[src/hw/core_pkg.sv]
package core_pkg;

	localparam int DATA_W = 32;
	localparam int ADDR_W = 32; // Byte addresses

	typedef logic [DATA_W-1:0] word_t;

	// Instruction memory index 0 sits here
	localparam logic [ADDR_W-1:0] START_ADDR = 32'h80020000;

	localparam int NUM_REGS = 32;

endpackage

[src/hw/imem_loader.sv]
`timescale 1ns/1ps

module imem_loader import core_pkg::*; #(
	parameter int IMEM_DEPTH = 256
) (
	input logic clock,
	input logic reset,
	input logic load_req,
	input word_t load_word,
	output logic load_ack,
	output logic mem_write_en,
	output logic [$clog2(IMEM_DEPTH)-1:0] mem_write_index,
	output word_t mem_write_data
);

	typedef enum logic {IDLE, ACKING} state_t;

	state_t state;
	logic [$clog2(IMEM_DEPTH)-1:0] index;

	// Word goes in on the edge that first sees the request
	assign mem_write_en = (state == IDLE) && load_req;
	assign mem_write_index = index;
	assign mem_write_data = load_word;

	always_ff @(posedge clock) begin
		if (reset) begin
			state <= IDLE;
			index <= '0;
			load_ack <= 1'b0;
		end else begin
			case (state)
				IDLE: if (load_req) begin
					index <= index + 1'b1;
					state <= ACKING;
				end
				ACKING: if (!load_ack) begin
					load_ack <= 1'b1;
				end else if (!load_req) begin
					load_ack <= 1'b0; // Four-phase return to zero
					state <= IDLE;
				end
				default: state <= IDLE;
			endcase
		end
	end

	a_ack_needs_req: assert property (@(posedge clock) disable iff (reset)
		$rose(load_ack) |-> load_req);

endmodule

[config.mk]
export PLATFORM = sky130hd
export DESIGN_NAME = imem_loader
export DESIGN_NICKNAME = d
export VERILOG_FILES = /design/src/hw/core_pkg.sv /design/src/hw/imem_loader.sv
export SDC_FILE = /design/constraint.sdc
export NUM_CORES = 1
export LEC_CHECK = 0
export BUFFER_PORTS_ARGS = -buffer_cell sky130_fd_sc_hd__buf_4
export CAP_MARGIN = 0
export CORE_MARGIN = 2
export CORE_UTILIZATION = 33
export CTS_BUF_LIST = sky130_fd_sc_hd__clkbuf_16
export CTS_CLUSTER_DIAMETER = 200
export DETAILED_ROUTE_END_ITERATION = 10
export PLACE_DENSITY = 0.79
export SYNTH_ARGS = -nofsm -noshare
export SYNTH_HDL_FRONTEND = slang
export SYNTH_SLANG_ARGS = --single-unit
[constraint.sdc]
create_clock -name clock -period 1.7 [get_ports clock]
set_input_delay 0.085 -clock clock [delete_from_list [all_inputs] [get_ports clock]]
set_output_delay 0.085 -clock clock [all_outputs]
set_load 0.01 [all_outputs]
### Yosys cells after proc, flatten, opt, wreduce, memory -nomap -nowiden

Index checks and enable logic that the tools add are counted.

* flip-flop bits (word level): 10
* latch bits: 0
* memory bits (writable): 0
* ROM bits: 0
* input port bits: 35
* logic and storage cells: 10
* memories: 0

* add/sub/neg operators: 1
* multiply operators: 0
* div/mod/pow operators: 0
* order comparisons: 0
* equality and inequality tests: 0
* shifts and indexed selects: 0
* multiplexer cells: 3
* bitwise logic cells: 1
* reductions and logical operators: 2

Operator list (number)
* $add 8x1->8 const B: 1
* $mux 1: 2
* $pmux 1 s2: 1
* $reduce_and 2->1: 1
* $logic_and 1x1->1: 1
* $not 1->1: 1

### Logic depth before layout (Yosys ltp)

* depth after elaboration: 3
* mapped depth: 4

### Worst setup path before layout

Ideal clock, no wire load.

* kind: reg2reg
* start: reg index[0] (netlist: mem_write_index[0])
* end: reg index[6] (netlist: mem_write_index[6])
* data arrival time: 1.192 ns
* data required time: 1.629 ns
* slack: 0.437 ns
* stages on the path, launching flop included: 5
* path buffers: 0
* period minus slack after synthesis: 1.263 ns
* cell sequence: dfxtp_1 -> ha_1 -> nand2_1 -> or4_1 -> a21oi_1

* cells in the longest elaborated chain, start to end: 1

Ends and longest elaborated chain
* start, declared: line imem_loader.sv:19 `logic [$clog2(IMEM_DEPTH)-1:0] index;`
* start signal, assigned: line imem_loader.sv:34 `index <= index + 1'b1;`
* $add 8x1->8: line imem_loader.sv:34

Every way passes these cells.
A chain may end at the register's enable or synchronous reset.

### Worst setup path in the final report

* start: reg index[0] (netlist: mem_write_index[0])
* end: reg index[7] (netlist: mem_write_index[7])

Same word-level chain as after synthesis.

==> results by group <==
Critical path
  – Critical Path RT: 1.86 ns
  – Kind of cell adding the most delay to the critical path: simple AND/OR/NAND/NOR gates
  – CP peak stage delay: 0.51 ns
  – CP startpoint kind: flop
  – Reg-to-reg endpoint: mem_write_index[7]
  – Worst setup EP type: flop
  – R2r startpoint: mem_write_index[0]
  – Crit path max fanout: 6
  – Crit path cell chain: nand3_1 > or4_1 > a21oi_1
  – Reg2reg path depth: 3
  – CP max stage cell: or4_1
  – Arr. time, crit path: 1.50 ns
  – Buf+Inv Stages, Crit Path: 0
  – Flop-to-flop setup slack: approximately 0.36 ns
  – Crit Path Class: reg2reg

Timing
  – Final Max Slew Viols: 0
  – Worst slew margin: 85.4%
  – Fin. Hold Viols: 0
  – Fin crit period: 1.34 ns
  – Setup Skew: 0.00236 ns
  – Setup-failing EPs final: 0
  – Fmax: 0.746 GHz
  – Period utilization: 78.9%
  – Min setup slack post-route: 0.359 ns
  – Setup_tns: 0 ns
  – RSZ-0062 raised after global routing: no
  – Worst-margin pin slew: between 0.2 and 0.25 ns

Clock network
  – Worst-path clk slew: 0.04 ns
  – Post-CTS Setup Bufs: 0
  – Maximum root-to-sink buffer count: 2
  – Clk Latency, worst-skew pair: 0.24 ns
  – # hold bufs at CTS: 0
  – Number of buffers created by CTS: 3
  – CTS tree: yes
  – H-Tree Depth: 1
  – Resized cells post-CTS: 0
  – CTS Sinks: 10
  – Root Buffer: clkbuf_16

Synth
  – Syn Nets: 118
  – Mapped Avg Cell Area: a little over 8 um^2
  – Mux contribution to synthesized area: 0%
  – Syn Inst Count: between 80 and 90
  – #FFs+latches synth: 10
  – Adder-Cell Fraction of Synth Area: 1.86%
  – Post-Synth Simple-Gate Area: between 10% and 20%
  – Yosys cell types: 20
  – Post-synthesis compound-gate area fraction: 10.0%
  – Sequential area share after synthesis: approximately 30%
  – Post-Synth XOR/XNOR Area: around 2.6%
  – Ys Warns: 0
  – Largest family of logic cells by synthesized area: buffers and inverters
  – Mapped Area: 674 um^2

Finish
  – Fin area: 633 um^2
  – Final-stage net count: 102
  – Antenna Cells: 0
  – Area Overhead vs Synth: -6.12%
  – Most frequent cells in the layout: buf_4 (12), dfxtp_1 (10), a21oi_1 (7)
  – Post-layout util: about a third
  – Share of layout cells above drive strength 1: 26.2%
  – Commonest non-fill, non-tap cell in the layout: buf_4

Status
  – Outcome: completed

Drt
  – Detailed Routing Iterations Pass 1: 2
  – DRC errors left: 0
  – Vias post-DR: roughly 430
  – Detail Route Antenna Nets: 0
  – Drt wl/cell: about 11 um
  – DR vias/cell: 4.62
  – Starting DRT DRC Count: 2
  – Final wirelength: 1050 um

Worst hold path
  – Hold WC Path Type: in2reg
  – Hold Path End: mem_write_index[3]
  – Worst Hold Depth: 2
  – Hold_sp: reset

Place
  – GPL Wtd Cong: about 0.70
  – Cell area after placement: approximately 550 um^2
  – Place WS: 0.371 ns
  – Port bufs: 12

Global route
  – Grt ovf: 0
  – Vias in the first global route: 369
  – Initial antenna violation count: 0
  – Global-route wire length before repair: 1700 um
  – Largest net degree at the start of global routing: 11
  – Gr usage total: approximately 9.9%

Die
  – Initial Util: a little over a third
  – Boundary pin count: 77
  – Die Area: 2420 um^2
  – Die Ht: 49.2 um
  – FP Rows: 16
  – DIE WIDTH: between 40 and 50 um
  – Core ar.: 1940 um^2

Power
  – Power per cell area: 1130 nW/um^2
  – Tot Pwr: about 700 uW
  – Lkg Pwr: 0.259 nW
  – Max IR drop VDD: 0.824 mV

Flow run
  – Max-Cap Viols: 0
## layout make-up
cell class              count  area [um^2]
fillers                   206         1310
multi-input cells          36          219
flip-flops and latches     10          200
repair buffers             12         90.1
clock buffers               3         75.1
well taps                  27         33.8
inverters                   3         11.3
clock inverters             1         3.75
## cells in the mapped netlist
master	instances	area share, %
a21oi_1	7	5.2
buf_4	32	36
clkbuf_1	1	0.56
dfxtp_1	10	30
ha_1	1	1.9
inv_1	2	1.1
inv_2	1	0.56
nand2_1	5	2.8
nand2b_1	1	0.93
nand3_1	2	1.5
nand3b_1	1	1.1
nand3b_4	1	3.0
nor2_1	5	2.8
nor3_1	1	0.74
o21ai_1	2	1.5
o31ai_1	3	3.3
or3_1	2	1.9
or4_1	3	3.3
xnor2_1	1	1.3
xor2_1	1	1.3
## sequential cells by signal, summed over array words and instances (netlist names)
name,cells
load_ack,1
mem_write_index,8
state,1
## layer usage
| metal | GRT usage [%] | vias up | wire (um) |
|---|---|---|---|
| met5 | 0 | - | 0 |
| met4 | 12.4 | 0 | 60 |
| met3 | 5.83 | 10 | 132 |
| met2 | 11.9 | 23 | 396 |
| met1 | 10.4 | 184 | 460 |
| li1 | - | 208 | - |
## stage by stage
stage | hold WS (ns) | cells
5_1_grt | 0.103 | 92
3_5_place_dp | 0.170 | 88
6_report | 0.0920 | 92
3_3_place_gp | 0.170 | 88
2_1_floorplan | 0.202 | 82
4_1_cts | 0.0869 | 92
## logic make-up (layout without fill, tap and decap cells)
logic type / count (synthesis) / after routing
AOI/OAI and AO/OA: 12 / 12
adders and majority gates: 1 / 1
buffers and inverters: 36 / 19
xor gates and xnor gates: 2 / 2
and+or+nand+nor: 21 / 21
DFF: 10 / 10
## power by group
group          internal (mW)  leakage [nW]  switching, mW
registers              0.244        0.0814        0.00948
clock network          0.308        0.0385          0.106
logic                 0.0237         0.139         0.0220
total                  0.576         0.259          0.138
## worst max path at each step
| stage | start | endpoint | cells past startpoint |
|---|---|---|---|
| 2_1_floorplan | mem_write_index[0] | mem_write_index[6] | 4 |
| 3_3_place_gp | mem_write_index[0] | mem_write_index[7] | 3 |
| 3_5_place_dp | mem_write_index[0] | mem_write_index[7] | 3 |
| 4_1_cts | mem_write_index[0] | mem_write_index[7] | 3 |
| 5_1_grt | mem_write_index[0] | mem_write_index[7] | 3 |
| 6_report | mem_write_index[0] | mem_write_index[7] | 3 |
No activity file was read; power rests on OpenSTA's default activity.
