<file path="config.mk">
export PLATFORM = sky130hd
export DESIGN_NAME = writeback_unit
export DESIGN_NICKNAME = d
export VERILOG_FILES = /design/src/hw/core_pkg.sv /design/src/hw/isa_pkg.sv /design/src/hw/writeback_unit.sv
export SDC_FILE = /design/constraint.sdc
export NUM_CORES = 1
export LEC_CHECK = 0
export BUFFER_PORTS_ARGS = -buffer_cell sky130_fd_sc_hd__buf_2
export CAP_MARGIN = 20
export CORE_ASPECT_RATIO = 0.6
export CORE_MARGIN = 2
export CORE_UTILIZATION = 34
export DETAILED_ROUTE_END_ITERATION = 12
export PLACE_DENSITY = 0.75
export RECOVER_POWER = 50
export SETUP_SLACK_MARGIN = 0.02
export SLEW_MARGIN = 15
export SYNTH_ARGS = -nofsm -noshare
export SYNTH_HDL_FRONTEND = slang
export SYNTH_SLANG_ARGS = --single-unit
</file>
<file path="constraint.sdc">
create_clock -name clock -period 1.69 [get_ports clock]
set_input_delay 0.169 -clock clock [delete_from_list [all_inputs] [get_ports clock]]
set_output_delay 0.169 -clock clock [all_outputs]
set_load 0.01 [all_outputs]
</file>
<file path="src/hw/core_pkg.sv">
package core_pkg;

	localparam int DATA_W = 32;
	localparam int ADDR_W = 32; // Byte addresses

	typedef logic [DATA_W-1:0] word_t;

	// Instruction memory index 0 sits here
	localparam logic [ADDR_W-1:0] START_ADDR = 32'h80020000;

	localparam int NUM_REGS = 32;

endpackage

</file>
<file path="src/hw/isa_pkg.sv">
package isa_pkg;

	localparam int REG_ADDR_W = 5;

	typedef struct packed {
		logic [5:0] opcode;
		logic [REG_ADDR_W-1:0] rs;
		logic [REG_ADDR_W-1:0] rt;
		logic [REG_ADDR_W-1:0] rd;
		logic [4:0] shamt;
		logic [5:0] funct;
	} instr_t; // Immediate is the low 16 bits

	typedef enum logic [3:0] {
		ALU_ADD, ALU_SUB, ALU_AND, ALU_OR, ALU_XOR,
		ALU_NOR, ALU_SLT, ALU_SLL, ALU_SRL, ALU_LUI
	} alu_op_t;

	localparam logic [5:0] OP_RTYPE = 6'b000000;
	localparam logic [5:0] OP_ADDIU = 6'b001001;
	localparam logic [5:0] OP_ORI   = 6'b001101;
	localparam logic [5:0] OP_LUI   = 6'b001111;
	localparam logic [5:0] OP_LW    = 6'b100011;
	localparam logic [5:0] OP_SW    = 6'b101011;

	// R-type function codes
	localparam logic [5:0] FN_ADDU = 6'b100001;
	localparam logic [5:0] FN_SUBU = 6'b100011;
	localparam logic [5:0] FN_AND  = 6'b100100;
	localparam logic [5:0] FN_OR   = 6'b100101;
	localparam logic [5:0] FN_XOR  = 6'b100110;
	localparam logic [5:0] FN_NOR  = 6'b100111;
	localparam logic [5:0] FN_SLT  = 6'b101010;
	localparam logic [5:0] FN_SLL  = 6'b000000;
	localparam logic [5:0] FN_SRL  = 6'b000010;

endpackage
</file>
<file path="src/hw/writeback_unit.sv">
`timescale 1ns/1ps

module writeback_unit import core_pkg::*, isa_pkg::*; (
	input logic clock,
	input logic reset,
	input logic m_valid,
	input word_t m_result,
	input logic [REG_ADDR_W-1:0] m_dest,
	input logic m_is_load,
	input logic m_writes,
	input word_t dmem_read_data,
	output logic rf_write_en,
	output logic [REG_ADDR_W-1:0] rf_write_index,
	output word_t rf_write_data,
	output logic wb_valid,
	output logic [REG_ADDR_W-1:0] wb_reg,
	output word_t wb_data
);

	word_t result;

	// Load data arrives from memory during this stage
	assign result = m_is_load ? dmem_read_data : m_result;

	always_ff @(posedge clock) begin
		if (reset)
			wb_valid <= 1'b0;
		else
			wb_valid <= m_valid && m_writes;
		wb_reg <= m_dest;
		wb_data <= result;
	end

	// Commit port and register write see one value
	assign rf_write_en = wb_valid;
	assign rf_write_index = wb_reg;
	assign rf_write_data = wb_data;

endmodule

</file>
Word level (Yosys, flattened, before mapping). Cells that the tools add are included.

Reductions and logical operators: 1. Mux-type cells: 1.

Operators by type and width (count): 32-bit 2-to-1 mux (1); 1-bit logical AND (1).

Register bits after elaboration: 38. Logic and storage cells: 5. Input bits: 74.

Longest topological paths before layout.
Word-level depth: 1. Gate-level depth with buffers: 3. Gate-level depth less buffers: 1.

Least setup slack after synthesis. Ideal clock, no wire load.

Path kind: in2reg. From: input port m_is_load. To: register wb_data[0], in the netlist rf_write_data[0]. Setup time: 121 ps. Required time: 1569 ps. Path slack: 859 ps. Stages on the path: 3. Arrival time: 710 ps. Cells stage by stage: buf_6 -> buf_12 -> mux2_4.

Longest elaborated chain between the ends: 1.

Ends and longest elaborated chain: start, declared (RTL line writeback_unit.sv:9) `input logic m_is_load,`; 32-bit 2-to-1 mux (RTL line writeback_unit.sv:23) `assign result = m_is_load ? dmem_read_data : m_result;`; via result[0] (RTL line writeback_unit.sv:20) `word_t result;`; end signal, assigned (RTL line writeback_unit.sv:31) `wb_data <= result;`; end, declared (RTL line writeback_unit.sv:17) `output word_t wb_data`.

The timed path passes the listed nets, and every way through them passes these cells. A chain may end at the register's enable or synchronous reset.

Final worst setup path.
From: input port m_is_load. To: register wb_data[13], in the netlist rf_write_data[13].

Same word-level chain as after synthesis.

==> flow_summary.toml <==
[outcome]
outcome = "finished clean"

[grt]
grt_start_max_net_pins = 23
grt_util_all_layers_pct = 12.5
initial_antenna_violation_count = 0
globalRouteOverflowTotal = 0
grt_pass1_wl_mm = 5.11
grt_pass1_vias = 1113

[timing]
max_clock_freq_mhz = 887
tightest_slew_ns = 0.695
holdWs_ns = 0.0934
hold_viol_final = 0
slew_viol_final = 0
maxSlewHeadroom_pct = 53.6
tns_ns = 0
fin_crit_sh_pct = 66.7
min_clock_period_post_route_ns = 1.13
rsz0062_at_grt = "false"
report.final.setup_viol = 0

[worst_setup_path]
critical_path.startpoint_type = "primary input"
worstSetupPathType = "in -> reg"
crit_path_max_fanout = 22
cp-end-kind = "register"
crit_required_ns = 1.85
timing.critical_path.arrival_ns = 1.29

[clock_network]
cts_max_path_buffers = 2
cts_root_buffer = "sky130_fd_sc_hd__clkbuf_8"
clock_sink_count = 38
cts_max_level = 2
cts_inserted_buffers = 5
clkSlewWorstSetupHoldPaths_ns = 0.07
clock_tree_from_tritoncts = "built"

[yosys]
synth_top_family_by_area = "multiplexers"
asyncSetResetFlopFracSynth_pct = 0
synthSimpleGateAreaFrac_pct = 0.548
synth_xor_xnor_area_share_pct = 0
syn-mean-instance-area_um2 = 14.2
synth_common_cells = "sky130_fd_sc_hd__buf_4, sky130_fd_sc_hd__dfxtp_1, sky130_fd_sc_hd__mux2_4, sky130_fd_sc_hd__buf_12, sky130_fd_sc_hd__mux2_2"
yosysTopAreaCellShare_pct = 47.6
syn_area_um2 = 1600
synth_enable_flop_cells = 0
postSynth.topFlopCell = "sky130_fd_sc_hd__dfxtp_1"
post_synth_main_area_contributors = "sky130_fd_sc_hd__dfxtp_1, sky130_fd_sc_hd__mux2_4, sky130_fd_sc_hd__buf_4"
synthesized_area_fraction_occupied_by_ao_oa_aoi_and_oai_cells_pct = 0
post_synthesis_share_of_cell_area_spent_on_full_adders_half_adders_and_majority_gates_pct = 0
synth.net_count = 187
synth-seq-cells = 38
multiplexer_fraction_of_the_synthesized_cell_area_pct = 29.6
synthCells = 113
yosys.cell_types.count = 7
ys_warn_count = 0
ys_seq_area_share_pct = 47.6
synth_area_leader_cell = "sky130_fd_sc_hd__dfxtp_1"

[layout]
layout-area-overhead-vs-synth_pct = 32.6
post_layout_nonfiller_instances = 296
num-fill-cells = 470
finish.net_count = 307
diodes_inserted = 0
drive_above_1_share_pct = 60.5
layout.core_utilization_pct = 46.7

[min_path]
hold_class = "in -> reg"
worstHoldPathCells = 2

[routing]
dr.pass1.iters = 3
num_vias = 1159
drc = 0
vias_per_cell = 3.92
wl_per_cell_um = 11.8
wirelength_mm = 3.50
detail-route-antenna-nets = 0
initialDrtViolationCount = 10

[floorplan]
core-area_um2 = 4540
die_width_um = 92.5
top_level_ports = 150
die-area_um2 = 5290
rows = 19
floorplan.initialDensity_pct = 35.2
fp.dieH_um = 57.1

[place]
number_of_port_buffers = 149
gpl.final_weighted_congestion = 0.623
placed_cells_incl_taps = 284

[power]
power-per-cell-area_nw_per_um2 = 1000
p_leak_uw = 0.00109
worst_ir_drop_vdd_mv = 0.439

[flow_run]
drv_cap = 0
[power breakdown]
group          total (uW)  switching, uW  internal, uW
clock                 770            298           472
combinational         360            169           191
sequential            996           31.6           965
total                2130            498          1630
[routing by layer]
layer / part of all wire (%) / vias to the layer above / routed length [um] / global-route usage (%)
li1: - / 574 / - / -
met1: 41 / 519 / 1440 / 13.6
met2: 49 / 64 / 1710 / 22.9
met3: 9.3 / 2 / 327 / 4.62
met4: 0.60 / 0 / 21 / 3.84
met5: 0 / - / 0 / 0
[final timing paths]
path                         start           endpoint  slack, ns
worst min-delay path  m_result[23]  rf_write_data[23]       0.09
worst max-delay path     m_is_load  rf_write_data[13]       0.56
[cells by family (layout without fill, tap and decap cells)]
kind of cell | after synthesis | count (layout)
multiplexers | 32 | 32
AND/OR/NAND/NOR | 1 | 1
buffers and inverters | 42 | 162
flip-flops | 38 | 38
[through the flow]
| step | area [um^2] | setup slack (ns) | total power (uW) |
|---|---|---|---|
| floorplan | 1600 | 0.859 | 1310 |
| CTS | 2250 | 0.732 | 2220 |
| finish | 2120 | 0.563 | 2130 |
| global route | 2120 | 0.498 | 2240 |
| detailed placement | 2090 | 0.501 | 1430 |
| global placement | 2090 | 0.513 | 1420 |
[area by class of cell]
type	count	area (um^2)	share of cell area (%)
clock inverter	1	30.0	1.42
timing repair buffer	155	791	37.3
sequential	38	761	35.9
clock buffer	6	82.6	3.90
tap	63	78.8	3.72
multi-input combinational	33	377	17.8
[flip-flops by register name, summed over array words and instances (netlist names)]
signal	count
rf_write_index	5
rf_write_data	32
rf_write_en	1
[cell usage in the layout (no fill, tap or decap)]
cell type and n:
sky130_fd_sc_hd__buf_2 129, sky130_fd_sc_hd__dfxtp_1 38, sky130_fd_sc_hd__mux2_1 28, sky130_fd_sc_hd__clkbuf_1 20, sky130_fd_sc_hd__clkbuf_8 6, sky130_fd_sc_hd__dlygate4sd3_1 5
sky130_fd_sc_hd__mux2_4 2, sky130_fd_sc_hd__mux2_2 2, sky130_fd_sc_hd__and3b_1 1, sky130_fd_sc_hd__bufinv_16 1, sky130_fd_sc_hd__buf_12 1
[critical path: stages]
cell and delay [ns]:
sky130_fd_sc_hd__clkbuf_1 0.52, sky130_fd_sc_hd__buf_12 0.26, sky130_fd_sc_hd__mux2_1 0.34
[what timing repair did]
action | CTS | global route
hold buffers | 5 | 0
hold endpoints to repair | 5 | 0
gates resized for setup | 0 | 0
endpoints found under the setup margin | 0 | 0
buffers inserted | 0 | 0
(Power assumes the default switching activity.)
