--- src/hw/core_pkg.sv ---
package core_pkg;

	localparam int DATA_W = 32;
	localparam int ADDR_W = 32; // Byte addresses

	typedef logic [DATA_W-1:0] word_t;

	// Instruction memory index 0 sits here
	localparam logic [ADDR_W-1:0] START_ADDR = 32'h80020000;

	localparam int NUM_REGS = 32;

endpackage

--- src/hw/isa_pkg.sv ---
package isa_pkg;

	localparam int REG_ADDR_W = 5;

	typedef struct packed {
		logic [5:0] opcode;
		logic [REG_ADDR_W-1:0] rs;
		logic [REG_ADDR_W-1:0] rt;
		logic [REG_ADDR_W-1:0] rd;
		logic [4:0] shamt;
		logic [5:0] funct;
	} instr_t; // Immediate is the low 16 bits

	typedef enum logic [3:0] {
		ALU_ADD, ALU_SUB, ALU_AND, ALU_OR, ALU_XOR,
		ALU_NOR, ALU_SLT, ALU_SLL, ALU_SRL, ALU_LUI
	} alu_op_t;

	localparam logic [5:0] OP_RTYPE = 6'b000000;
	localparam logic [5:0] OP_ADDIU = 6'b001001;
	localparam logic [5:0] OP_ORI   = 6'b001101;
	localparam logic [5:0] OP_LUI   = 6'b001111;
	localparam logic [5:0] OP_LW    = 6'b100011;
	localparam logic [5:0] OP_SW    = 6'b101011;

	// R-type function codes
	localparam logic [5:0] FN_ADDU = 6'b100001;
	localparam logic [5:0] FN_SUBU = 6'b100011;
	localparam logic [5:0] FN_AND  = 6'b100100;
	localparam logic [5:0] FN_OR   = 6'b100101;
	localparam logic [5:0] FN_XOR  = 6'b100110;
	localparam logic [5:0] FN_NOR  = 6'b100111;
	localparam logic [5:0] FN_SLT  = 6'b101010;
	localparam logic [5:0] FN_SLL  = 6'b000000;
	localparam logic [5:0] FN_SRL  = 6'b000010;

endpackage
--- src/hw/decode_unit.sv ---
`timescale 1ns/1ps

module decode_unit import core_pkg::*, isa_pkg::*; (
	input logic clock,
	input logic reset,
	input logic in_valid,
	input instr_t instr,
	output logic [REG_ADDR_W-1:0] rs_index,
	output logic [REG_ADDR_W-1:0] rt_index,
	input word_t rs_data,
	input word_t rt_data,
	output logic x_valid,
	output alu_op_t x_op,
	output word_t x_a,
	output word_t x_b,
	output word_t x_store_data,
	output logic [REG_ADDR_W-1:0] x_dest,
	output logic x_is_load,
	output logic x_is_store,
	output logic x_writes
);

	logic [15:0] imm;
	word_t imm_sext;
	word_t imm_zext;
	alu_op_t op;
	word_t a;
	word_t b;
	logic [REG_ADDR_W-1:0] dest;
	logic writes;
	logic is_load;
	logic is_store;

	assign rs_index = instr.rs;
	assign rt_index = instr.rt;
	assign imm = instr[15:0];
	assign imm_sext = {{(DATA_W-16){imm[15]}}, imm};
	assign imm_zext = {{(DATA_W-16){1'b0}}, imm};

	always_comb begin
		op = ALU_ADD;
		a = rs_data;
		b = rt_data;
		dest = instr.rd;
		writes = 1'b0;
		is_load = 1'b0;
		is_store = 1'b0;
		case (instr.opcode)
			OP_RTYPE: begin
				writes = 1'b1;
				case (instr.funct)
					FN_ADDU: op = ALU_ADD;
					FN_SUBU: op = ALU_SUB;
					FN_AND: op = ALU_AND;
					FN_OR: op = ALU_OR;
					FN_XOR: op = ALU_XOR;
					FN_NOR: op = ALU_NOR;
					FN_SLT: op = ALU_SLT;
					FN_SLL, FN_SRL: begin
						op = (instr.funct == FN_SLL) ? ALU_SLL : ALU_SRL;
						a = rt_data; // Shifts work on rt
						b = {{(DATA_W-5){1'b0}}, instr.shamt};
					end
					default: writes = 1'b0; // Unknown funct acts as NOP
				endcase
			end
			OP_ADDIU: begin
				b = imm_sext;
				dest = instr.rt;
				writes = 1'b1;
			end
			OP_ORI: begin
				op = ALU_OR;
				b = imm_zext;
				dest = instr.rt;
				writes = 1'b1;
			end
			OP_LUI: begin
				op = ALU_LUI;
				b = imm_zext;
				dest = instr.rt;
				writes = 1'b1;
			end
			OP_LW: begin
				b = imm_sext;
				dest = instr.rt;
				writes = 1'b1;
				is_load = 1'b1;
			end
			OP_SW: begin
				b = imm_sext;
				is_store = 1'b1;
			end
			default: ;
		endcase
	end

	always_ff @(posedge clock) begin
		if (reset) begin
			x_valid <= 1'b0;
			x_is_load <= 1'b0;
			x_is_store <= 1'b0;
			x_writes <= 1'b0;
		end else begin
			x_valid <= in_valid;
			x_is_load <= is_load;
			x_is_store <= is_store;
			x_writes <= writes && (dest != '0); // r0 targets never commit
		end
		x_op <= op;
		x_a <= a;
		x_b <= b;
		x_store_data <= rt_data;
		x_dest <= dest;
	end

endmodule

--- config.mk ---
export PLATFORM = sky130hd
export DESIGN_NAME = decode_unit
export DESIGN_NICKNAME = d
export VERILOG_FILES = /design/src/hw/core_pkg.sv /design/src/hw/isa_pkg.sv /design/src/hw/decode_unit.sv
export SDC_FILE = /design/constraint.sdc
export NUM_CORES = 1
export LEC_CHECK = 0
export BUFFER_PORTS_ARGS = -buffer_cell sky130_fd_sc_hd__buf_2
export CORE_ASPECT_RATIO = 1.25
export CORE_MARGIN = 10
export CORE_UTILIZATION = 38
export DETAILED_ROUTE_END_ITERATION = 8
export GPL_TIMING_DRIVEN = 0
export PLACE_DENSITY = 0.76
export SYNTH_ARGS = -nofsm -noshare
export SYNTH_HDL_FRONTEND = slang
export SYNTH_SLANG_ARGS = --single-unit
export TNS_END_PERCENT = 100
--- constraint.sdc ---
create_clock -name clock -period 1.28 [get_ports clock]
set_input_delay 0 -clock clock [delete_from_list [all_inputs] [get_ports clock]]
set_output_delay 0 -clock clock [all_outputs]
set_load 0.1 [all_outputs]
# --- After elaboration in Yosys (flattened, before gate mapping) ---
# Cells that the tools add are included.
# W data, S select, Z words.
word_totals:
  regBits: 109
  in_bits: 99
  out_inout_bits: 119
classes:
  eq_ne: 13
  n_mux: 12
  reduce_logical: 9
op_table:
  columns: ["op", "n"]
  rows:
  - ["$mux W32", 3]
  - ["$pmux W32 S3", 1]
  - ["$eq A6 B6 Y1 const B", 9]
  - ["$pmux W4 S7", 1]
  - ["$eq A6 B4 Y1 const B", 3]
  - ["$logic_not A6 Y1", 2]
  - ["$pmux W4 S3", 1]
  - ["$reduce_or A9 Y1", 1]
  - ["$eq A6 B2 Y1 const B", 1]
  - ["$mux W5", 1]
  - ["$reduce_bool A5 Y1", 1]
  - ["$mux W4", 1]
  - ["$reduce_or A2 Y1", 2]
  - ["$reduce_or A4 Y1", 1]
  - ["$mux W1", 3]
  - ["$reduce_or A3 Y1", 1]
  - ["$pmux W1 S2", 1]
  - ["$logic_and A1 B1 Y1", 1]

# --- Logic depth before layout (Yosys ltp) ---
logic_depth:
  depth_word: 5
  ltp_mapped: 7
  ltp_nobuf: 4

# --- Least setup slack after synthesis ---
# Ideal clock, no wire load.
synth_timing:
  path_kind: "input port to flip-flop"
  from: "input port instr[2] (netlist bit)"
  to: "register x_b[0]"
  arrival_time_ns: 1.158
  slack_ns: 0.001
  cell_stages: 6
  n_path_buf: 2
  cell_sequence: "buf_4 -> nor4_4 -> nand3_2 -> o21a_2 -> buf_6 -> a221o_1"
synth_via:
  elab_chain_cells: 4
  elab_cells_between_ends: 5
  cone_classes: "1 x eq/ne; 2 x mux; 2 x reduce/logical"
synth_lines:
  columns: ["element", "line", "rtl"]
  rows:
  - ["from (decl)", "decode_unit.sv:7", "input instr_t instr,"]
  - ["$eq A6 B2 Y1 / $logic_not A6 Y1 (equally long branches)", "decode_unit.sv:51", "case (instr.funct)"]
  - ["$reduce_or A2 Y1 (*)", "decode_unit.sv:51", null]
  - ["$mux W32 (*)", "decode_unit.sv:51", null]
  - ["$pmux W32 S3 (*)", "decode_unit.sv:48", "case (instr.opcode)"]
  - ["named net b[0]", "decode_unit.sv:28", "word_t b;"]
  - ["to (signal assigned)", "decode_unit.sv:112", "x_b <= b;"]
  - ["to (decl)", "decode_unit.sv:15", "output word_t x_b,"]
# Mark *: on every way through the listed nets, which the timed path passes. The rest lies on a longest branch.
# A chain may end at the register's enable or synchronous reset.

# --- Worst setup path after layout ---
layout_timing:
  from: "input port instr[14] (netlist bit)"
  to: "register x_writes"
layout_via:
  elab_chain_cells: 3
layout_lines:
  columns: ["element", "line", "rtl"]
  rows:
  - ["$mux W5", "decode_unit.sv:48", null]
  - ["$reduce_bool A5 Y1", "decode_unit.sv:108", "x_writes <= writes && (dest != '0);"]
  - ["$logic_and A1 B1 Y1", "decode_unit.sv:108", null]
  - ["to (signal assigned)", "decode_unit.sv:108", null]
  - ["to (decl)", "decode_unit.sv:20", "output logic x_writes"]
# Every way passes these cells.

==> results.yml <==
outcome:
  status: "complete, no violations"
sta:
  final_max_slew_viol_count: 0
  finalHoldViolCount: 0
  timing.hold.ws_ps: 111.0
  worstMarginPinSlew_ps: 542.2
  post-route-min-period_ps: 1259
  fmax_mhz: 794.2
  rsz0062_at_grt: "no"
  slew-limit-headroom_pct: 63.85
  period_share_pct: 98.37
  finalSetupViolations: 0
floorplanning:
  die_area_um2: 13310
  io_pins: 218
  die_y_um: 126.5
  coreArea_um2: 8796
  start_util_pct: 39.22
  rows: 38
  die_w_um: 105.2
layout:
  fin_util_pct: 65.85
  stdcell_area_um2: 5792
  nNetsFinal: 744
  final_common_cell: "buf_2"
  area_delta_synth_final_pct: 67.90
  final_cell_mix: "217 x buf_2, 109 x dfxtp_1, 100 x nand2_1"
  drive_gt1_share_pct: 39.85
setup_path:
  cp_max_fo: 3
  worst_setup_path_end_kind: "flip-flop"
  crit_arrival_ps: 1520
  worstSetupPathType: "input port to flip-flop"
  required_ps: 1540
  start_kind: "input port"
power_and_ir_drop:
  powerDensity_nw_per_um2: 1428
  ir_drop_mv: 1.350
  leakagePower_nw: 2.990
hold_path:
  worstHoldPathCells: 5
  worstHoldStart: "instr[5]"
  min_path_type: "input port to flip-flop"
  min_to: "x_a[31]"
flow_run:
  maxCapViolCount: 0
yosys:
  yosys_warnings: 0
  ys_seq_area_share_pct: 63.26
  syn_inst: 334
  synth_area_um2: 3450
  avgSynthCellArea_um2: 10.33
  synth_nets: 433
  ys_seq_elements: 109
  synth_flop_cell: "dfxtp_1"
  yosysUniqueCellTypes: 37
  synth-edff-count: 0
  async_reset_ff_share_pct: 0
cts:
  htreeDepth: 3
  post_cts_buffers: 0
  root_buffer: "clkbuf_8"
  cts_buffers: 9
  clock_sinks: 109
  cts_tree: "done"
  clock_path_buffers: 2
  clk_pin_slew_ps: 100
routing:
  vias: 3591
  drtIter0Drc: 145
  dr.pass1.iters: 4
  viasPerCell: 4.652
  post_drt_wl_per_cell_um: 17.42
  drtAntennaViolNets: 0
  drc: 0
  totalWireLength_um: 13450
global_route:
  track_usage_pct: 19.16
  antenna_found_initial: 2
  grt-ovfl-total: 0
  grt_pass1_wl_um: 20430
  grt_start_max_net_pins: 19
  grt_pass1_vias: 3763
place:
  dpl_cell_area_um2: 4646
  place_hpwl_um: 9298
  place_congestion: 0.8736
  place.port_buffers: 209
## synth_stat cells (3+ instances only)
library cell	instances	area [µm²]
a21o_1	17	127.6
a21oi_1	3	15.01
a221o_1	5	50.05
a22o_1	13	113.9
and2_1	6	37.54
and3_1	3	18.77
buf_2	8	40.04
buf_4	11	82.58
clkbuf_1	8	30.03
dfxtp_1	109	2182
mux2_2	6	67.56
nand2_1	100	375.4
nor2_1	12	45.04
or4_1	3	22.52
## per-stage QoR
stage,instances,TNS (ps),power [mW],worst slack [ps]
finish,772,0,8.269,20.89
detailed placement,663,-15840,5.973,-378.2
global placement,663,-14360,5.951,-351.1
CTS,771,0,8.282,12.62
floorplan,334,0,5.503,0.6858
global route,771,0,8.534,2.103
## final cells by class
class / count / area (µm²)
fillers: 680 / 3004
repair buffers: 301 / 1967
inverters: 2 / 7.507
plain buffers: 28 / 172.7
clock inverters: 6 / 71.32
diodes: 2 / 5.005
multi-input cells: 194 / 1099
clock buffers: 10 / 137.6
flip-flops and latches: 109 / 2182
well taps: 120 / 150.1
## state kept, by name (all words and copies together), names as in the netlist
name          cells
x_dest            5
x_is_store        1
x_valid           1
x_b              32
x_op              4
x_is_load         1
x_writes          1
x_a              32
x_store_data     32
## worst max-delay path by stage
stage                     to       from  cells after the start
floorplan             x_b[0]   instr[2]                      6
global placement     x_b[17]  instr[27]                      6
detailed placement   x_b[18]  instr[27]                      6
CTS                  x_b[18]  instr[27]                      6
global route          x_b[8]  instr[31]                      6
finish              x_writes  instr[14]                      6
## worst max-delay path: stages
cell           delay (ps)
dlygate4sd3_1         540
buf_2                 140
or4_1                 470
nor2_1                140
a311o_1               160
a21oi_1                70
## where the power goes
part	internal, mW	switching (mW)	total [mW]
Clock	0.976	1.16	2.14
Sequential	3.59	0.0468	3.63
Combinational	0.555	1.94	2.50
## metal layers
| layer | global-route usage [%] | vias up | part of all wire, % |
|---|---|---|---|
| li1 | - | 1718 | - |
| met1 | 17.16 | 1663 | 34 |
| met2 | 36.63 | 180 | 54 |
| met3 | 8.511 | 30 | 9.5 |
| met4 | 7.039 | 0 | 2.8 |
| met5 | 0 | - | 0 |
## cells by family after synthesis
kind of cell | count (synthesis) | synth area share [%]
buffers and inverters | 31 | 5.296
AOI/OAI and AO/OA | 49 | 11.50
and+or+nand+nor | 139 | 17.99
DFF | 109 | 63.26
muxes | 6 | 1.959
## timing repair
| item | in CTS | in global routing |
|---|---|---|
| setup endpoints to repair | 0 | 44 |
| resized for setup | 0 | 4 |
| hold endpoints to repair | 108 | 0 |
| hold buffers | 92 | 0 |
Note: power is estimated with default switching activity, not from simulation.
