==> src/hw/core_pkg.sv <==
package core_pkg;

	localparam int DATA_W = 32;
	localparam int ADDR_W = 32; // Byte addresses

	typedef logic [DATA_W-1:0] word_t;

	// Instruction memory index 0 sits here
	localparam logic [ADDR_W-1:0] START_ADDR = 32'h80020000;

	localparam int NUM_REGS = 32;

endpackage

==> src/hw/isa_pkg.sv <==
package isa_pkg;

	localparam int REG_ADDR_W = 5;

	typedef struct packed {
		logic [5:0] opcode;
		logic [REG_ADDR_W-1:0] rs;
		logic [REG_ADDR_W-1:0] rt;
		logic [REG_ADDR_W-1:0] rd;
		logic [4:0] shamt;
		logic [5:0] funct;
	} instr_t; // Immediate is the low 16 bits

	typedef enum logic [3:0] {
		ALU_ADD, ALU_SUB, ALU_AND, ALU_OR, ALU_XOR,
		ALU_NOR, ALU_SLT, ALU_SLL, ALU_SRL, ALU_LUI
	} alu_op_t;

	localparam logic [5:0] OP_RTYPE = 6'b000000;
	localparam logic [5:0] OP_ADDIU = 6'b001001;
	localparam logic [5:0] OP_ORI   = 6'b001101;
	localparam logic [5:0] OP_LUI   = 6'b001111;
	localparam logic [5:0] OP_LW    = 6'b100011;
	localparam logic [5:0] OP_SW    = 6'b101011;

	// R-type function codes
	localparam logic [5:0] FN_ADDU = 6'b100001;
	localparam logic [5:0] FN_SUBU = 6'b100011;
	localparam logic [5:0] FN_AND  = 6'b100100;
	localparam logic [5:0] FN_OR   = 6'b100101;
	localparam logic [5:0] FN_XOR  = 6'b100110;
	localparam logic [5:0] FN_NOR  = 6'b100111;
	localparam logic [5:0] FN_SLT  = 6'b101010;
	localparam logic [5:0] FN_SLL  = 6'b000000;
	localparam logic [5:0] FN_SRL  = 6'b000010;

endpackage
==> src/hw/execute_unit.sv <==
`timescale 1ns/1ps

module execute_unit import core_pkg::*, isa_pkg::*; #(
	parameter int DMEM_DEPTH = 256
) (
	input logic clock,
	input logic reset,
	input logic x_valid,
	input alu_op_t x_op,
	input word_t x_a,
	input word_t x_b,
	input word_t x_store_data,
	input logic [REG_ADDR_W-1:0] x_dest,
	input logic x_is_load,
	input logic x_is_store,
	input logic x_writes,
	output logic m_valid,
	output word_t m_result,
	output logic [REG_ADDR_W-1:0] m_dest,
	output logic m_is_load,
	output logic m_writes,
	output logic dmem_write_en,
	output logic [$clog2(DMEM_DEPTH)-1:0] dmem_index,
	output word_t dmem_write_data
);

	localparam int INDEX_W = $clog2(DMEM_DEPTH);

	word_t result;

	always_comb begin
		case (x_op)
			ALU_ADD: result = x_a + x_b;
			ALU_SUB: result = x_a - x_b;
			ALU_AND: result = x_a & x_b;
			ALU_OR: result = x_a | x_b;
			ALU_XOR: result = x_a ^ x_b;
			ALU_NOR: result = ~(x_a | x_b);
			ALU_SLT: result = ($signed(x_a) < $signed(x_b)) ? 32'd1 : 32'd0;
			ALU_SLL: result = x_a << x_b[4:0];
			ALU_SRL: result = x_a >> x_b[4:0];
			ALU_LUI: result = {x_b[15:0], 16'h0000};
			default: result = '0;
		endcase
	end

	// Byte address to word index, wrapping at DMEM_DEPTH
	assign dmem_index = result[INDEX_W+1:2];
	assign dmem_write_en = x_valid && x_is_store;
	assign dmem_write_data = x_store_data;

	always_ff @(posedge clock) begin
		if (reset) begin
			m_valid <= 1'b0;
			m_is_load <= 1'b0;
			m_writes <= 1'b0;
		end else begin
			m_valid <= x_valid;
			m_is_load <= x_is_load;
			m_writes <= x_writes;
		end
		m_result <= result;
		m_dest <= x_dest;
	end

endmodule

==> config.mk <==
export PLATFORM = sky130hd
export DESIGN_NAME = execute_unit
export DESIGN_NICKNAME = d
export VERILOG_FILES = /design/src/hw/core_pkg.sv /design/src/hw/isa_pkg.sv /design/src/hw/execute_unit.sv
export SDC_FILE = /design/constraint.sdc
export NUM_CORES = 1
export LEC_CHECK = 0
export BUFFER_PORTS_ARGS = -buffer_cell sky130_fd_sc_hd__clkbuf_2
export CAP_MARGIN = 20
export CORE_MARGIN = 2
export CORE_UTILIZATION = 42
export DETAILED_ROUTE_END_ITERATION = 8
export PLACE_DENSITY = 0.75
export SYNTH_ARGS = -nofsm -noshare
export SYNTH_HDL_FRONTEND = slang
export SYNTH_SLANG_ARGS = --single-unit
==> constraint.sdc <==
create_clock -name clock -period 3.6 [get_ports clock]
set_clock_uncertainty 0.2 [all_clocks]
set_input_delay 0 -clock clock [delete_from_list [all_inputs] [get_ports clock]]
set_output_delay 0 -clock clock [all_outputs]
set_load 0.005 [all_outputs]
[Word level (Yosys, flattened, before mapping)]
Index checks and enable logic that the tools add are counted.
W data, S select, Z words.
Cells by class
  add/sub/neg operators: 2
  $lt $le $gt $ge: 1
  eq/ne operators: 9
  shifts and indexed selects: 2
  muxes and demuxes: 2
  bitwise operators: 4
  reduce and logical (&&, ||, !) cells: 2
Operators with widths (count)
  $pmux W32 S10: 1
  $add A32 B32 Y32: 1
  $and A32 B32 Y32: 1
  $lt A32 B32 Y1: 1
  $not A32 Y32: 1
  $or A32 B32 Y32: 1
  $shl A32 B5 Y32: 1
  $shr A32 B5 Y32: 1
  $sub A32 B32 Y32: 1
  $xor A32 B32 Y32: 1
  $eq A4 B3 Y1 const B: 4
  $eq A4 B2 Y1 const B: 2
  $eq A4 B4 Y1 const B: 2
  $eq A4 B1 Y1 const B: 1
  $logic_not A4 Y1: 1
  $logic_and A1 B1 Y1: 1
  $mux W1: 1
Word-level totals
  register bits after elaboration: 40
  output and inout port bits: 81

[Logic depth before layout (Yosys ltp)]
  depth in word-level cells: 3
  mapped depth: 16
  gate-level depth less buffers: 13

[Worst setup path after synthesis]
OpenSTA, ideal clock, no wires.
  path type: input -> register
  from: in x_b[1]
  to: reg m_result[23]
  library setup time: 0.122 ns
  data arrival time: 3.540 ns
  slack: -0.262 ns
  cell stages on the path: 13
  path buffers: 3
  cell sequence: inv_2 clkbuf_1 buf_1 clkbuf_1 ha_1 o21ba_2 or4_4 a31o_1 o211a_4 a211oi_2 nor3_1 a221o_1 a221o_1
On the way
  word-level cells in the longest chain between the ends: 2
  elaborated cells on any way between the ends: 5
Ends and longest elaborated chain
  start, declared: RTL line execute_unit.sv:11  | input word_t x_b,
  $sub A32 B32 Y32 (tied with other cells): RTL line execute_unit.sv:34  | ALU_SUB: result = x_a - x_b;
  $pmux W32 S10 *: RTL line execute_unit.sv:32  | case (x_op)
  named net result[23]: RTL line execute_unit.sv:29  | word_t result;
  end signal, assigned: RTL line execute_unit.sv:62  | m_result <= result;
  end, declared: RTL line execute_unit.sv:18  | output word_t m_result,
Mark *: on every way through the listed nets, which the timed path passes. The rest lies on a longest branch.
A chain may end at the register's enable or synchronous reset.

[Final worst setup path]
  from: in x_b[13]
  to: reg m_result[19]
On the way
  word-level cells in the longest chain between the ends: 2
  elaborated cells on any way between the ends: 3
Ends and longest elaborated chain (RTL line)
  $sub A32 B32 Y32 / $add A32 B32 Y32 (equally long branches): execute_unit.sv:34, execute_unit.sv:33
  $pmux W32 S10 *: execute_unit.sv:32
  named net result[19]: execute_unit.sv:29
Marked as above.

==> out/qor.txt <==
Cts bufs inserted: 5
Headroom to the max-slew limit: 20.4%
Diodes inserted: 0
Synthesis-to-finish area growth: 14.2%
Dominant combinational cell family by area after synthesis: compound AO/OA/AOI/OAI gates
DR vias/cell: 6.73
Final setup violation count: 0
Post-CTS setup-driven buffer insertion count: 0
Main area contributors after synthesis: sky130_fd_sc_hd__ha_1, sky130_fd_sc_hd__dfxtp_1, sky130_fd_sc_hd__a21oi_1, sky130_fd_sc_hd__nor2_1, sky130_fd_sc_hd__mux2i_1
Net switching fraction of the power: 46.8%
Setup repair after global routing missed its margin: no
Leakage dissipation: 0.00492 uW
Achievable frequency: 301 MHz
Height of the die: 155 um
Mean cell area of the mapped netlist: 7.01 um^2
Hpwl dp: 35.0 mm
Max-capacitance violation count: 0
Arrival time worst endpoint: 3.32 ns
Largest area contributor in the netlist: sky130_fd_sc_hd__ha_1
Ys Warns: 0
DRC violation total after the first TritonRoute iteration: 1795
Worst Hold Endpoint: m_result[0]
Row cnt: 55
Synthesized Nets: 1584
Number of instances in the synthesized netlist: 1374
Routed Wire Length: 45.1 mm
Number of stages on the worst hold path: 5
Clock H-tree levels: 2
Net load switching power: 1290 uW
CP max FO: 12
Power Density: 250 nW/um^2
Overall die width: 155 um
First-pass GRT wire length: 66.6 mm
Share of flip-flops with an asynchronous set or reset after synthesis: 0%
Largest vdd supply drop: 0.000156 V
Final Max Tran Viols: 0
Area of the core region: 22600 um^2
Proportion of synthesized area in mux cells: 12.1%
Clk slew on worst S/H paths: 0.08 ns
Final setup TNS: 0 ns
# resized after CTS: 0
P_int: 1460 uW
Leading cell types in the layout, fill and taps excluded: sky130_fd_sc_hd__nor2_1, sky130_fd_sc_hd__a21oi_1, sky130_fd_sc_hd__clkbuf_2
Antenna violation net count after detailed routing: 0
Fraction of final layout cells with drive strength greater than 1: 17.6%
Main flop type after synthesis: sky130_fd_sc_hd__dfxtp_1
Critical path class: input pin to register
Class of the most critical hold timing path: input pin to register
Relative contribution of combinational cells to total power: 59.5%
Distinct cells, synth: 86
Leading cell type in the layout, fill and taps excluded: sky130_fd_sc_hd__nor2_1
Maximum number of pins on one net before global-route repair: 82
Source of the worst hold timing path: x_a[31]
Detailed-routing iteration count for the pre-antenna-repair pass: 9
Synthesized-area fraction occupied by ao, oa, aoi and oai cells: 35.9%
Final Net Count: 1678
Ports: 192
Number of antenna violations at the first check in global routing: 0
Endpoint required time on the critical path: 3.60 ns
CTS Hold Buffers Added: 43
Clock root buffer: sky130_fd_sc_hd__clkbuf_16
Power share of the sequential group: 19.2%
Residual DRC: 0
Post-synth top area share: 12.6%
Worst setup EP type: register
Num Clock Sinks: 40
Min cycle time layout: 3.32 ns
Port buffer count: 127
Overflow left after global routing: 0
Routed wirelength normalized by instance count: 25.7 um
Startpoint Class: input pin
Status: finished clean
Number of hold violations in the final report: 0
Post-synthesis instance area: 9640 um^2
Starting density of the core: 42.7%
Post-Synth Simple-Gate Area: 18.4%
Final period util: 92.2%
Post-route setup slack: 0.279 ns
Sequential-to-total area share from yosys stat: 8.31%
Placer's final routability congestion estimate: 1.10
Number of synthesized flops with an enable pin: 0
Layout fillers: 2310
Worst slack, placed: 0.248 ns
Transition time at the pin with the least slew margin: 1.19 ns
Clock share of power: 21.3%
XOR/XNOR share of the synthesized area: 0.545%
Clock tree buffer depth: 2
Number of vias after detailed routing: 11797
Global routing usage summed across all routing layers: 36.0%
Die area: 24200 um^2
Adder and majority gate portion of the synthesized area: 13.0%
Number of global-route vias before repair: 10961
CTS tree: done
Number of synthesized register bits: 40
## worst max-delay path, stage by stage
cell and delay (ns):
sky130_fd_sc_hd__dlygate4sd3_1 0.52, sky130_fd_sc_hd__clkbuf_2 0.17, sky130_fd_sc_hd__inv_1 0.08, sky130_fd_sc_hd__ha_1 0.52, sky130_fd_sc_hd__and3_1 0.26, sky130_fd_sc_hd__nand4_1 0.14
sky130_fd_sc_hd__nor3_1 0.24, sky130_fd_sc_hd__a211o_1 0.29, sky130_fd_sc_hd__nand2b_1 0.12, sky130_fd_sc_hd__a21oi_1 0.20, sky130_fd_sc_hd__o32a_1 0.16, sky130_fd_sc_hd__a22oi_1 0.08
sky130_fd_sc_hd__or4_1 0.53
## cells in the mapped netlist, drive strengths merged, types with 5 or more instances
master	number
nor2	159
a21oi	132
nand2	102
ha	97
inv	97
o21ai	92
buf	78
clkbuf	67
mux2i	57
dfxtp	40
a211oi	29
o211ai	29
nor3	28
a221oi	24
a221o	20
o22ai	20
mux4	19
a21o	18
nand3	17
o221ai	17
mux2	15
nor2b	15
nand2b	14
a222oi	13
nor4	13
a31oi	11
o21bai	9
a211o	8
and2	8
o31ai	8
or3	8
o41ai	7
o2111ai	6
o21a	6
a21boi	5
o31a	5
## cell families after synthesis
logic type | after synthesis
adders and majority gates | 99
AOI/OAI and AO/OA | 503
DFF | 40
muxes | 91
buffers and inverters | 245
xor gates and xnor gates | 6
and+or+nand+nor | 390
## metrics by stage
stage	utilization, %	instances	hold slack, ns	power [uW]	cell area, um^2
floorplan	-	1374	-0.172	1530	9640
finish	48.8	1754	0.0794	2750	11000
global route	48.8	1754	0.0580	2880	11000
CTS	48.8	1754	0.0482	2700	11000
detailed placement	46.1	1703	-0.200	2060	10400
global placement	46.1	1703	-0.200	2060	10400
## layer usage
layer / part of all wire [%] / vias to the layer above / track usage [%]
li1: - / 5257 / -
met1: 41 / 5564 / 50.8
met2: 43 / 865 / 54.6
met3: 12 / 111 / 6.49
met4: 4.1 / 0 / 13.6
met5: 0 / - / 0
## area by class of cell
type                       count  area [um^2]  share of cell area, %
timing repair buffer         232         1550                   14.1
clock buffer                   6          139                   1.26
inverter                     100          375                   3.41
multi-input combinational   1089         7750                   70.4
sequential                    40          801                   7.28
tap                          285          357                   3.24
clock inverter                 2         38.8                  0.352
## worst max path at each step
stage	from	endpoint	slack, ns	depth (start not counted)
2_1_floorplan	x_b[1]	m_result[23]	0.01	13
3_5_place_dp	x_a[0]	m_result[28]	0.25	15
6_report	x_b[13]	m_result[19]	0.28	13
5_1_grt	x_b[13]	m_result[19]	0.13	13
3_3_place_gp	x_a[0]	m_result[28]	0.28	15
4_1_cts	x_b[13]	m_result[19]	0.37	13
## power by group through the flow
stage / Clock [uW] / Combinational (uW) / Sequential [uW]
after floorplan: 0 / 993 / 536
after global placement: 0 / 1530 / 535
after detailed placement: 0 / 1530 / 535
after CTS: 599 / 1580 / 525
after global routing: 609 / 1740 / 531
final: 586 / 1640 / 527
## state kept, by name, summed over array words and instances, names as in the netlist
| signal | flops |
|---|---|
| m_writes | 1 |
| m_is_load | 1 |
| m_valid | 1 |
| m_dest | 5 |
| m_result | 32 |
(Power assumes the default switching activity.)
