--- src/hw/core_pkg.sv ---
package core_pkg;

	localparam int DATA_W = 32;
	localparam int ADDR_W = 32; // Byte addresses

	typedef logic [DATA_W-1:0] word_t;

	// Instruction memory index 0 sits here
	localparam logic [ADDR_W-1:0] START_ADDR = 32'h80020000;

	localparam int NUM_REGS = 32;

endpackage

--- src/hw/fetch_unit.sv ---
`timescale 1ns/1ps

module fetch_unit import core_pkg::*; #(
	parameter int IMEM_DEPTH = 256
) (
	input logic clock,
	input logic reset,
	input logic run,
	output logic [$clog2(IMEM_DEPTH)-1:0] mem_read_index,
	output logic fetch_valid
);

	localparam int INDEX_W = $clog2(IMEM_DEPTH);

	logic [ADDR_W-1:0] pc;
	logic [ADDR_W-1:0] offset;

	assign offset = pc - START_ADDR;
	assign mem_read_index = offset[INDEX_W+1:2]; // Wraps past the end

	// fetch_valid qualifies the word coming out of memory next cycle
	always_ff @(posedge clock) begin
		if (reset) begin
			pc <= START_ADDR;
			fetch_valid <= 1'b0;
		end else begin
			fetch_valid <= run;
			if (run)
				pc <= pc + 32'd4;
		end
	end

	a_pc_aligned: assert property (@(posedge clock) disable iff (reset) pc[1:0] == 2'b00);

endmodule

--- config.mk ---
export PLATFORM = sky130hd
export DESIGN_NAME = fetch_unit
export DESIGN_NICKNAME = d
export VERILOG_FILES = /design/src/hw/core_pkg.sv /design/src/hw/fetch_unit.sv
export SDC_FILE = /design/constraint.sdc
export NUM_CORES = 1
export LEC_CHECK = 0
export BUFFER_PORTS_ARGS = -buffer_cell sky130_fd_sc_hd__buf_2
export CORE_AREA = 2 2 39 41
export CTS_CLUSTER_SIZE = 28
export DETAILED_ROUTE_END_ITERATION = 10
export DIE_AREA = 0 0 41 43
export PLACE_DENSITY_LB_ADDON = 0.2
export SLEW_MARGIN = 20
export SYNTH_ARGS = -nofsm -noshare
export SYNTH_HDL_FRONTEND = slang
export SYNTH_SLANG_ARGS = --single-unit
export TNS_END_PERCENT = 1
--- constraint.sdc ---
create_clock -name clock -period 1.32 [get_ports clock]
set_input_delay 0.132 -clock clock [delete_from_list [all_inputs] [get_ports clock]]
set_output_delay 0.132 -clock clock [all_outputs]
set_load 0.03 [all_outputs]
; ---- After elaboration in Yosys (flattened, before gate mapping)
; Cells that the tools add are included.
[word_totals]
word_cells = 4
inputBits = 3
out_inout_bits = 9
regBits = 33
[op_classes]
addsub = 2
[op_table]
columns = op, count
row1 = 32-bit by 3-bit adder with 32-bit output (second input constant), 1
row2 = 10-bit by 1-bit subtractor with 10-bit output (second input constant), 1

; ---- Logic depth before layout (Yosys ltp)
; Gate-level depths: netlist of the first run.
[depth]
depth_word = 1
mapped_depth = 4
mapped_depth_nobuf = 4

; ---- Least setup slack after synthesis of the first run
; OpenSTA, ideal clock, no wires.
[synth_path]
path_kind = reg2reg
from = reg pc[2]
to = reg pc[8]
stages_incl_launch_ff = 5
required_time_ns = 1.250
slack_ns = -0.097
arrival_time_ns = 1.347
synth_period_minus_slack_ns = 1.417
n_path_buf = 0
path_cell_list = dfxtp_1 > ha_1 > nand3_1 > or3_1 > a21oi_1
[synth_via]
elab_chain_cells = 1
[synth_lines]
columns = item, line_no
row1 = start: declaration, fetch_unit.sv:15  ; logic [ADDR_W-1:0] pc;
row2 = start signal: assignment, fetch_unit.sv:29  ; pc <= pc + 32'd4;
row3 = 32-bit by 3-bit adder with 32-bit output, fetch_unit.sv:29
; Every way passes these cells.
; A chain may end at the register's enable or synchronous reset.

; ---- Worst setup path after layout of the first run
; Same ends and word-level chain as after synthesis.

==> impl_metrics.py, run 1 <==
metrics = {
    "die": {
        "die_area_mm2": 0.00176,
        "rows": 14,
        "die_x_um": 41,
        "start_util_pct": 26.4,
        "io_pins": 12,
        "core_mm2": 0.00138,
        "die_y_um": 43,
    },
    "pwr": {
        "total_power_uw": 551,
        "power_density_mw_per_mm2": 1190,
        "peakVddDrop_mv": 0.418,
        "power.leakage_uw": 0.000205,
    },
    "sta": {
        "hold_viol_final": 0,
        "relSlewSlack_pct": 85.4,
        "tightest_slew_ns": 0.218,
        "rsz0062_at_grt": "false",
        "fin_skew_ns": 0.00181,
        "layout_worst_path_cycle_share_pct": 91.0,
        "fmax_mhz": 833,
        "setup_viol": 0,
        "report.final.slew_viol_count": 0,
        "setup_tns_ns": 0,
        "whs_ns": 0.150,
        "period_needed_ns": 1.20,
    },
    "route": {
        "vias": 295,
        "drt_iter0_markers": 3,
        "routedWlPerCell_um": 10.1,
        "postRouteAntennaNets": 0,
        "drtPass1Iterations": 3,
        "drt-total-wl_um": 689,
        "drc": 0,
        "vias_per_cell": 4.34,
    },
    "final_layout": {
        "drive_gt1_share_pct": 34.6,
        "finalNetCount": 57,
        "layout.cells.non_filler": 68,
        "final_area_um2": 463,
        "syn2layout_area_growth_pct": 26.7,
        "n_antenna_cell": 0,
    },
    "logic_synthesis": {
        "synth_top_area_share_pct": 49.3,
        "syn_nets": 43,
        "synth_cell_types": 16,
        "ys_ff_latch": 9,
        "synthMuxAreaShare_pct": 2.74,
        "synth_compound_area_share_pct": 8.22,
        "synthAdderAreaFrac_pct": 3.42,
        "ys_top_cells_by_area": "dfxtp_1 49%, xor2_1 7.2%, nor2_1 5.1%, or3_1 5.1%, a21oi_1 4.1%",
        "synth_top_area_cell": "dfxtp_1",
        "synthCells": 39,
        "yosys_warnings": 0,
        "synthXorXnorAreaFrac_pct": 9.59,
        "synth_sequential_area_ratio_pct": 49.3,
        "synth_area_per_cell_um2": 9.37,
        "yosys.area_share.simple_pct": 23.6,
        "synth_top_family_by_area": "simple AND/OR/NAND/NOR gates",
        "synth.cell_area_um2": 365,
    },
    "clock_tree": {
        "clkTransAtPathRegs_ns": 0.06,
        "cts.sinks": 9,
        "h-tree-depth": 1,
        "clk_path_buf_depth": 2,
        "cts_buffers": 3,
        "post_cts_buffers": 0,
        "insertion_delay_ns": 0.26,
        "root_buffer": "clkbuf_4",
        "cts_tree": "yes",
    },
    "setup_path": {
        "cpMaxStageDelayCell": "dfxtp_4",
        "path_cells": "ha_2 > nand3_1 > or3_1 > a21oi_1",
        "crit_type": "reg -> reg",
        "path_buf_inv": 0,
        "worstPathMaxFanout": 4,
        "cp_top_family": "simple AND/OR/NAND/NOR gates",
        "slowest_delay_ns": 0.37,
        "crit_required_ns": 1.51,
        "critPathCaptureType": "register",
        "arrival_ns": 1.39,
        "start_kind": "register",
    },
    "placement": {
        "placedInstanceArea_um2": 432,
        "routabilityCongestion": 0.726,
        "numPortBuffers": 11,
        "placed_cells": 64,
    },
    "worst_hold_path": {
        "hp-class": "in -> reg",
    },
    "grt": {
        "grt_antenna_before_repair": 0,
        "grt_pass1_vias": 273,
        "grt.total_usage_pct": 9.75,
        "grt_pass1_wl_um": 1120,
        "grt_overflow": 0,
        "grt_max_degree": 10,
    },
    "run_status": {
        "status": "finished, final reports clean",
    },
    "job": {
        "cap_viol_max_count": 0,
    },
}
## placed cells by master, fill, tap and decap left out
cell	n
xor2_1	3
dfxtp_1	7
nand3_1	2
clkbuf_4	3
nor2b_1	1
mux2i_1	1
o21ai_0	3
dfxtp_2	1
dfxtp_4	1
clkbuf_1	1
buf_2	11
nand4_1	2
ha_2	1
xnor2_1	1
nand2_1	2
a21oi_1	3
nand4_2	1
nor2_1	5
or3_1	3
## kinds of logic (layout without fill, tap and decap cells)
family          Yosys count  after routing
buf+inv                   2             15
mux                       1              1
flops                     9              9
fa+ha+maj                 1              1
compound gates            6              6
xor+xnor                  4              4
simple gates             16             16
## registers in the layout, summed over array words and instances (netlist names)
signal,count
fetch_valid,1
pc,8
## synth_stat cells
library cell	count
xnor2_1	1
nor2b_1	1
buf_4	1
clkbuf_1	1
nand4_2	1
ha_1	1
nor2_1	5
dfxtp_1	9
xor2_1	3
nand3_1	2
o21ai_0	3
nand2_1	2
or3_1	3
mux2i_1	1
a21oi_1	3
nand4_1	2
## routing by layer
layer	vias to the layer above	global-route usage [%]	routed length, um
met1	128	13.2	331
li1	161	-	-
met2	6	11.9	309
met3	0	4.71	48
met5	-	0	0
met4	0	6.00	0
## layout make-up
cell class              instances  area, um^2
clock buffers                   4        26.3
well taps                      16        20.0
multi-input cells              28         176
repair buffers                 11        55.1
flip-flops and latches          9         185
fillers                       155         921
## per-stage QoR
stage	setup slack, ns	utilization, %
2_1_floorplan	0.0237	-
3_5_place_dp	0.129	31.2
5_1_grt	0.000865	33.5
3_3_place_gp	0.115	31.2
4_1_cts	0.0953	33.1
6_report	0.119	33.5
## timing repair
item / CTS / global route
setup endpoints to repair: 0 / 1
hold buffers: 0 / 0
resized for setup: 0 / 2
## report_power, final
part | internal, uW | switching, uW
Sequential | 281 | 8.74
Clock | 116 | 93.9
Combinational | 18.0 | 32.7
Total | 415 | 135
## worst paths after layout
check	cells past startpoint	from	slack, ns	to
worst max-delay path	4	pc[2]$_SDFFE_PP0P_	0.12	pc[8]$_SDFFE_PP0P_
worst min-delay path	2	reset	0.15	pc[2]$_SDFFE_PP0P_
worst max register to register	4	pc[2]$_SDFFE_PP0P_	0.12	pc[8]$_SDFFE_PP0P_
worst min register to register	2	pc[9]$_SDFFE_PP0P_	0.50	pc[9]$_SDFFE_PP0P_
No activity file was read; power rests on OpenSTA's default activity.
==> inputs of run 2 (changes only) <==
--- a/config.mk
+++ b/config.mk
@@ -10,7 +10,7 @@
 export CTS_CLUSTER_SIZE = 28
 export DETAILED_ROUTE_END_ITERATION = 10
 export DIE_AREA = 0 0 41 43
-export PLACE_DENSITY_LB_ADDON = 0.2
+export PLACE_DENSITY = 0.56
 export SLEW_MARGIN = 20
 export SYNTH_ARGS = -nofsm -noshare
 export SYNTH_HDL_FRONTEND = slang
==> run 2 against run 1 <==
Die area unchanged; non-clock buffer count unchanged; flip-flop and latch count unchanged; sequential share of layout area up 0.054 points; first-iteration DRC count down 33%; total power up 0.51%; maximum frequency up 0.45%; clock-buffer cell count unchanged; register-to-register slack about the same; via count up 11%; sequential power about the same; critical endpoint unchanged.
==> impl_metrics.py, run 2 (synthesis gave the netlist of run 1 again) <==
metrics = {
    "run_status": {
        "status": "finished, final reports clean",
    },
    "sta": {
        "rsz0062_at_grt": "false",
        "tightest_slew_ns": 0.207,
        "setup_viol": 0,
        "fin_skew_ns": 0.00324,
        "hold_viol_final": 0,
        "whs_ns": 0.155,
        "setup_tns_ns": 0,
        "layout_worst_path_cycle_share_pct": 90.6,
        "report.final.slew_viol_count": 0,
        "fmax_mhz": 836,
        "relSlewSlack_pct": 86.2,
        "period_needed_ns": 1.20,
    },
    "die": {
        "core_mm2": 0.00138,
        "die_y_um": 43,
        "start_util_pct": 26.4,
        "die_x_um": 41,
        "die_area_mm2": 0.00176,
        "io_pins": 12,
        "rows": 14,
    },
    "setup_path": {
        "critPathCaptureType": "register",
        "reg2reg_from": "pc[2]$_SDFFE_PP0P_",
        "crit_required_ns": 1.51,
        "arrival_ns": 1.39,
        "slowest_delay_ns": 0.36,
        "path_buf_inv": 0,
        "cpMaxStageDelayCell": "dfxtp_2",
        "worstPathMaxFanout": 4,
        "crit_type": "reg -> reg",
        "startpoint": "pc[2]$_SDFFE_PP0P_",
        "start_kind": "register",
        "cp_top_family": "simple AND/OR/NAND/NOR gates",
        "path_cells": "ha_1 > nand3_1 > or3_1 > a21oi_1",
    },
    "clock_tree": {
        "cts_buffers": 3,
        "post_cts_buffers": 0,
        "cts.sinks": 9,
        "cts_tree": "yes",
        "clkTransAtPathRegs_ns": 0.06,
        "clk_path_buf_depth": 2,
        "root_buffer": "clkbuf_4",
        "h-tree-depth": 1,
        "insertion_delay_ns": 0.26,
    },
    "grt": {
        "grt_pass1_vias": 305,
        "grt_max_degree": 10,
        "grt.total_usage_pct": 10.8,
        "grt_antenna_before_repair": 0,
        "grt_overflow": 0,
        "grt_pass1_wl_um": 1260,
    },
    "route": {
        "drt-total-wl_um": 706,
        "drt_iter0_markers": 2,
        "drtPass1Iterations": 3,
        "vias_per_cell": 4.79,
        "drc": 0,
        "routedWlPerCell_um": 10.4,
        "postRouteAntennaNets": 0,
        "vias": 326,
    },
    "final_layout": {
        "n_antenna_cell": 0,
        "drive_gt1_share_pct": 34.6,
        "final_cell_mix": "11 x buf_2, 6 x dfxtp_1, 5 x nor2_1",
        "syn2layout_area_growth_pct": 25.7,
        "largest_register": "pc",
        "final_common_cell": "buf_2",
        "largest_reg_flops": 8,
        "largestRegisters": "pc: 8 flops, fetch_valid: 1 flops",
        "finalNetCount": 57,
    },
    "pwr": {
        "power_frac_clock_pct": 38.5,
        "power_density_mw_per_mm2": 1210,
        "total_power_uw": 553,
        "power.leakage_uw": 0.000208,
        "p_int_uw": 415,
        "pwr-share-seq_pct": 52.3,
        "netSwitchingFraction_pct": 25.0,
        "power.switching_uw": 138,
        "p_comb_share_pct": 9.2,
        "peakVddDrop_mv": 0.407,
    },
    "placement": {
        "routabilityCongestion": 0.645,
        "numPortBuffers": 11,
        "place_hpwl_um": 496,
    },
    "worst_hold_path": {
        "hp-class": "in -> reg",
        "holdCritStartpoint": "reset",
    },
    "job": {
        "cap_viol_max_count": 0,
    },
}
## run 2: cell types whose count changed in the layout (fill, tap and decap cells not counted)
cell     change
ha_2         -1
ha_1         +1
dfxtp_2      +2
dfxtp_1      -1
dfxtp_4      -1
## run 2: repair_timing
item,4_1_cts,5_1_grt
endpoints found under the setup margin,0,1
hold buffers,0,0
gates resized for setup,0,1
## run 2: routing by layer
| layer | GRT usage [%] | routed length [um] | vias up |
|---|---|---|---|
| met3 | 1.57 | 41 | 4 |
| met1 | 12.6 | 319 | 149 |
| li1 | - | - | 163 |
| met5 | 0 | 0 | - |
| met4 | 10.0 | 30 | 0 |
| met2 | 15.6 | 314 | 10 |
## run 2: cell type report
cell class | count | area (um^2)
Sequential cell | 9 | 184
Multi-Input combinational cell | 28 | 174
Timing Repair Buffer | 11 | 55.1
Fill cell | 151 | 925
Tap cell | 16 | 20.0
Clock buffer | 4 | 26.3
## run 2: path summary, 6_finish.rpt
check                            end  slack [ns]  depth (start not counted)
hold reg to reg   pc[9]$_SDFFE_PP0P_        0.48                          2
setup reg to reg  pc[8]$_SDFFE_PP0P_        0.12                          4
setup / recovery  pc[8]$_SDFFE_PP0P_        0.12                          4
hold / removal    pc[2]$_SDFFE_PP0P_        0.16                          2
## run 2: through the flow
| step | utilization, % | cell area, um^2 | setup WS, ns | cells |
|---|---|---|---|---|
| 3_5_place_dp | 31.2 | 432 | 0.135 | 64 |
| 2_1_floorplan | - | 368 | 0.0237 | 39 |
| 4_1_cts | 33.1 | 458 | 0.107 | 68 |
| 3_3_place_gp | 31.2 | 432 | 0.156 | 64 |
| 5_1_grt | 33.2 | 459 | 0.0426 | 68 |
| 6_report | 33.2 | 459 | 0.124 | 68 |
## run 2: power groups by stage
stage                     Combinational (uW)  Sequential, uW  Clock [uW]
after floorplan                         22.5             312           0
final                                   50.8             290         213
after CTS                               51.3             289         223
after detailed placement                50.9             296           0
after global placement                  51.3             295           0
after global routing                    55.4             291         241
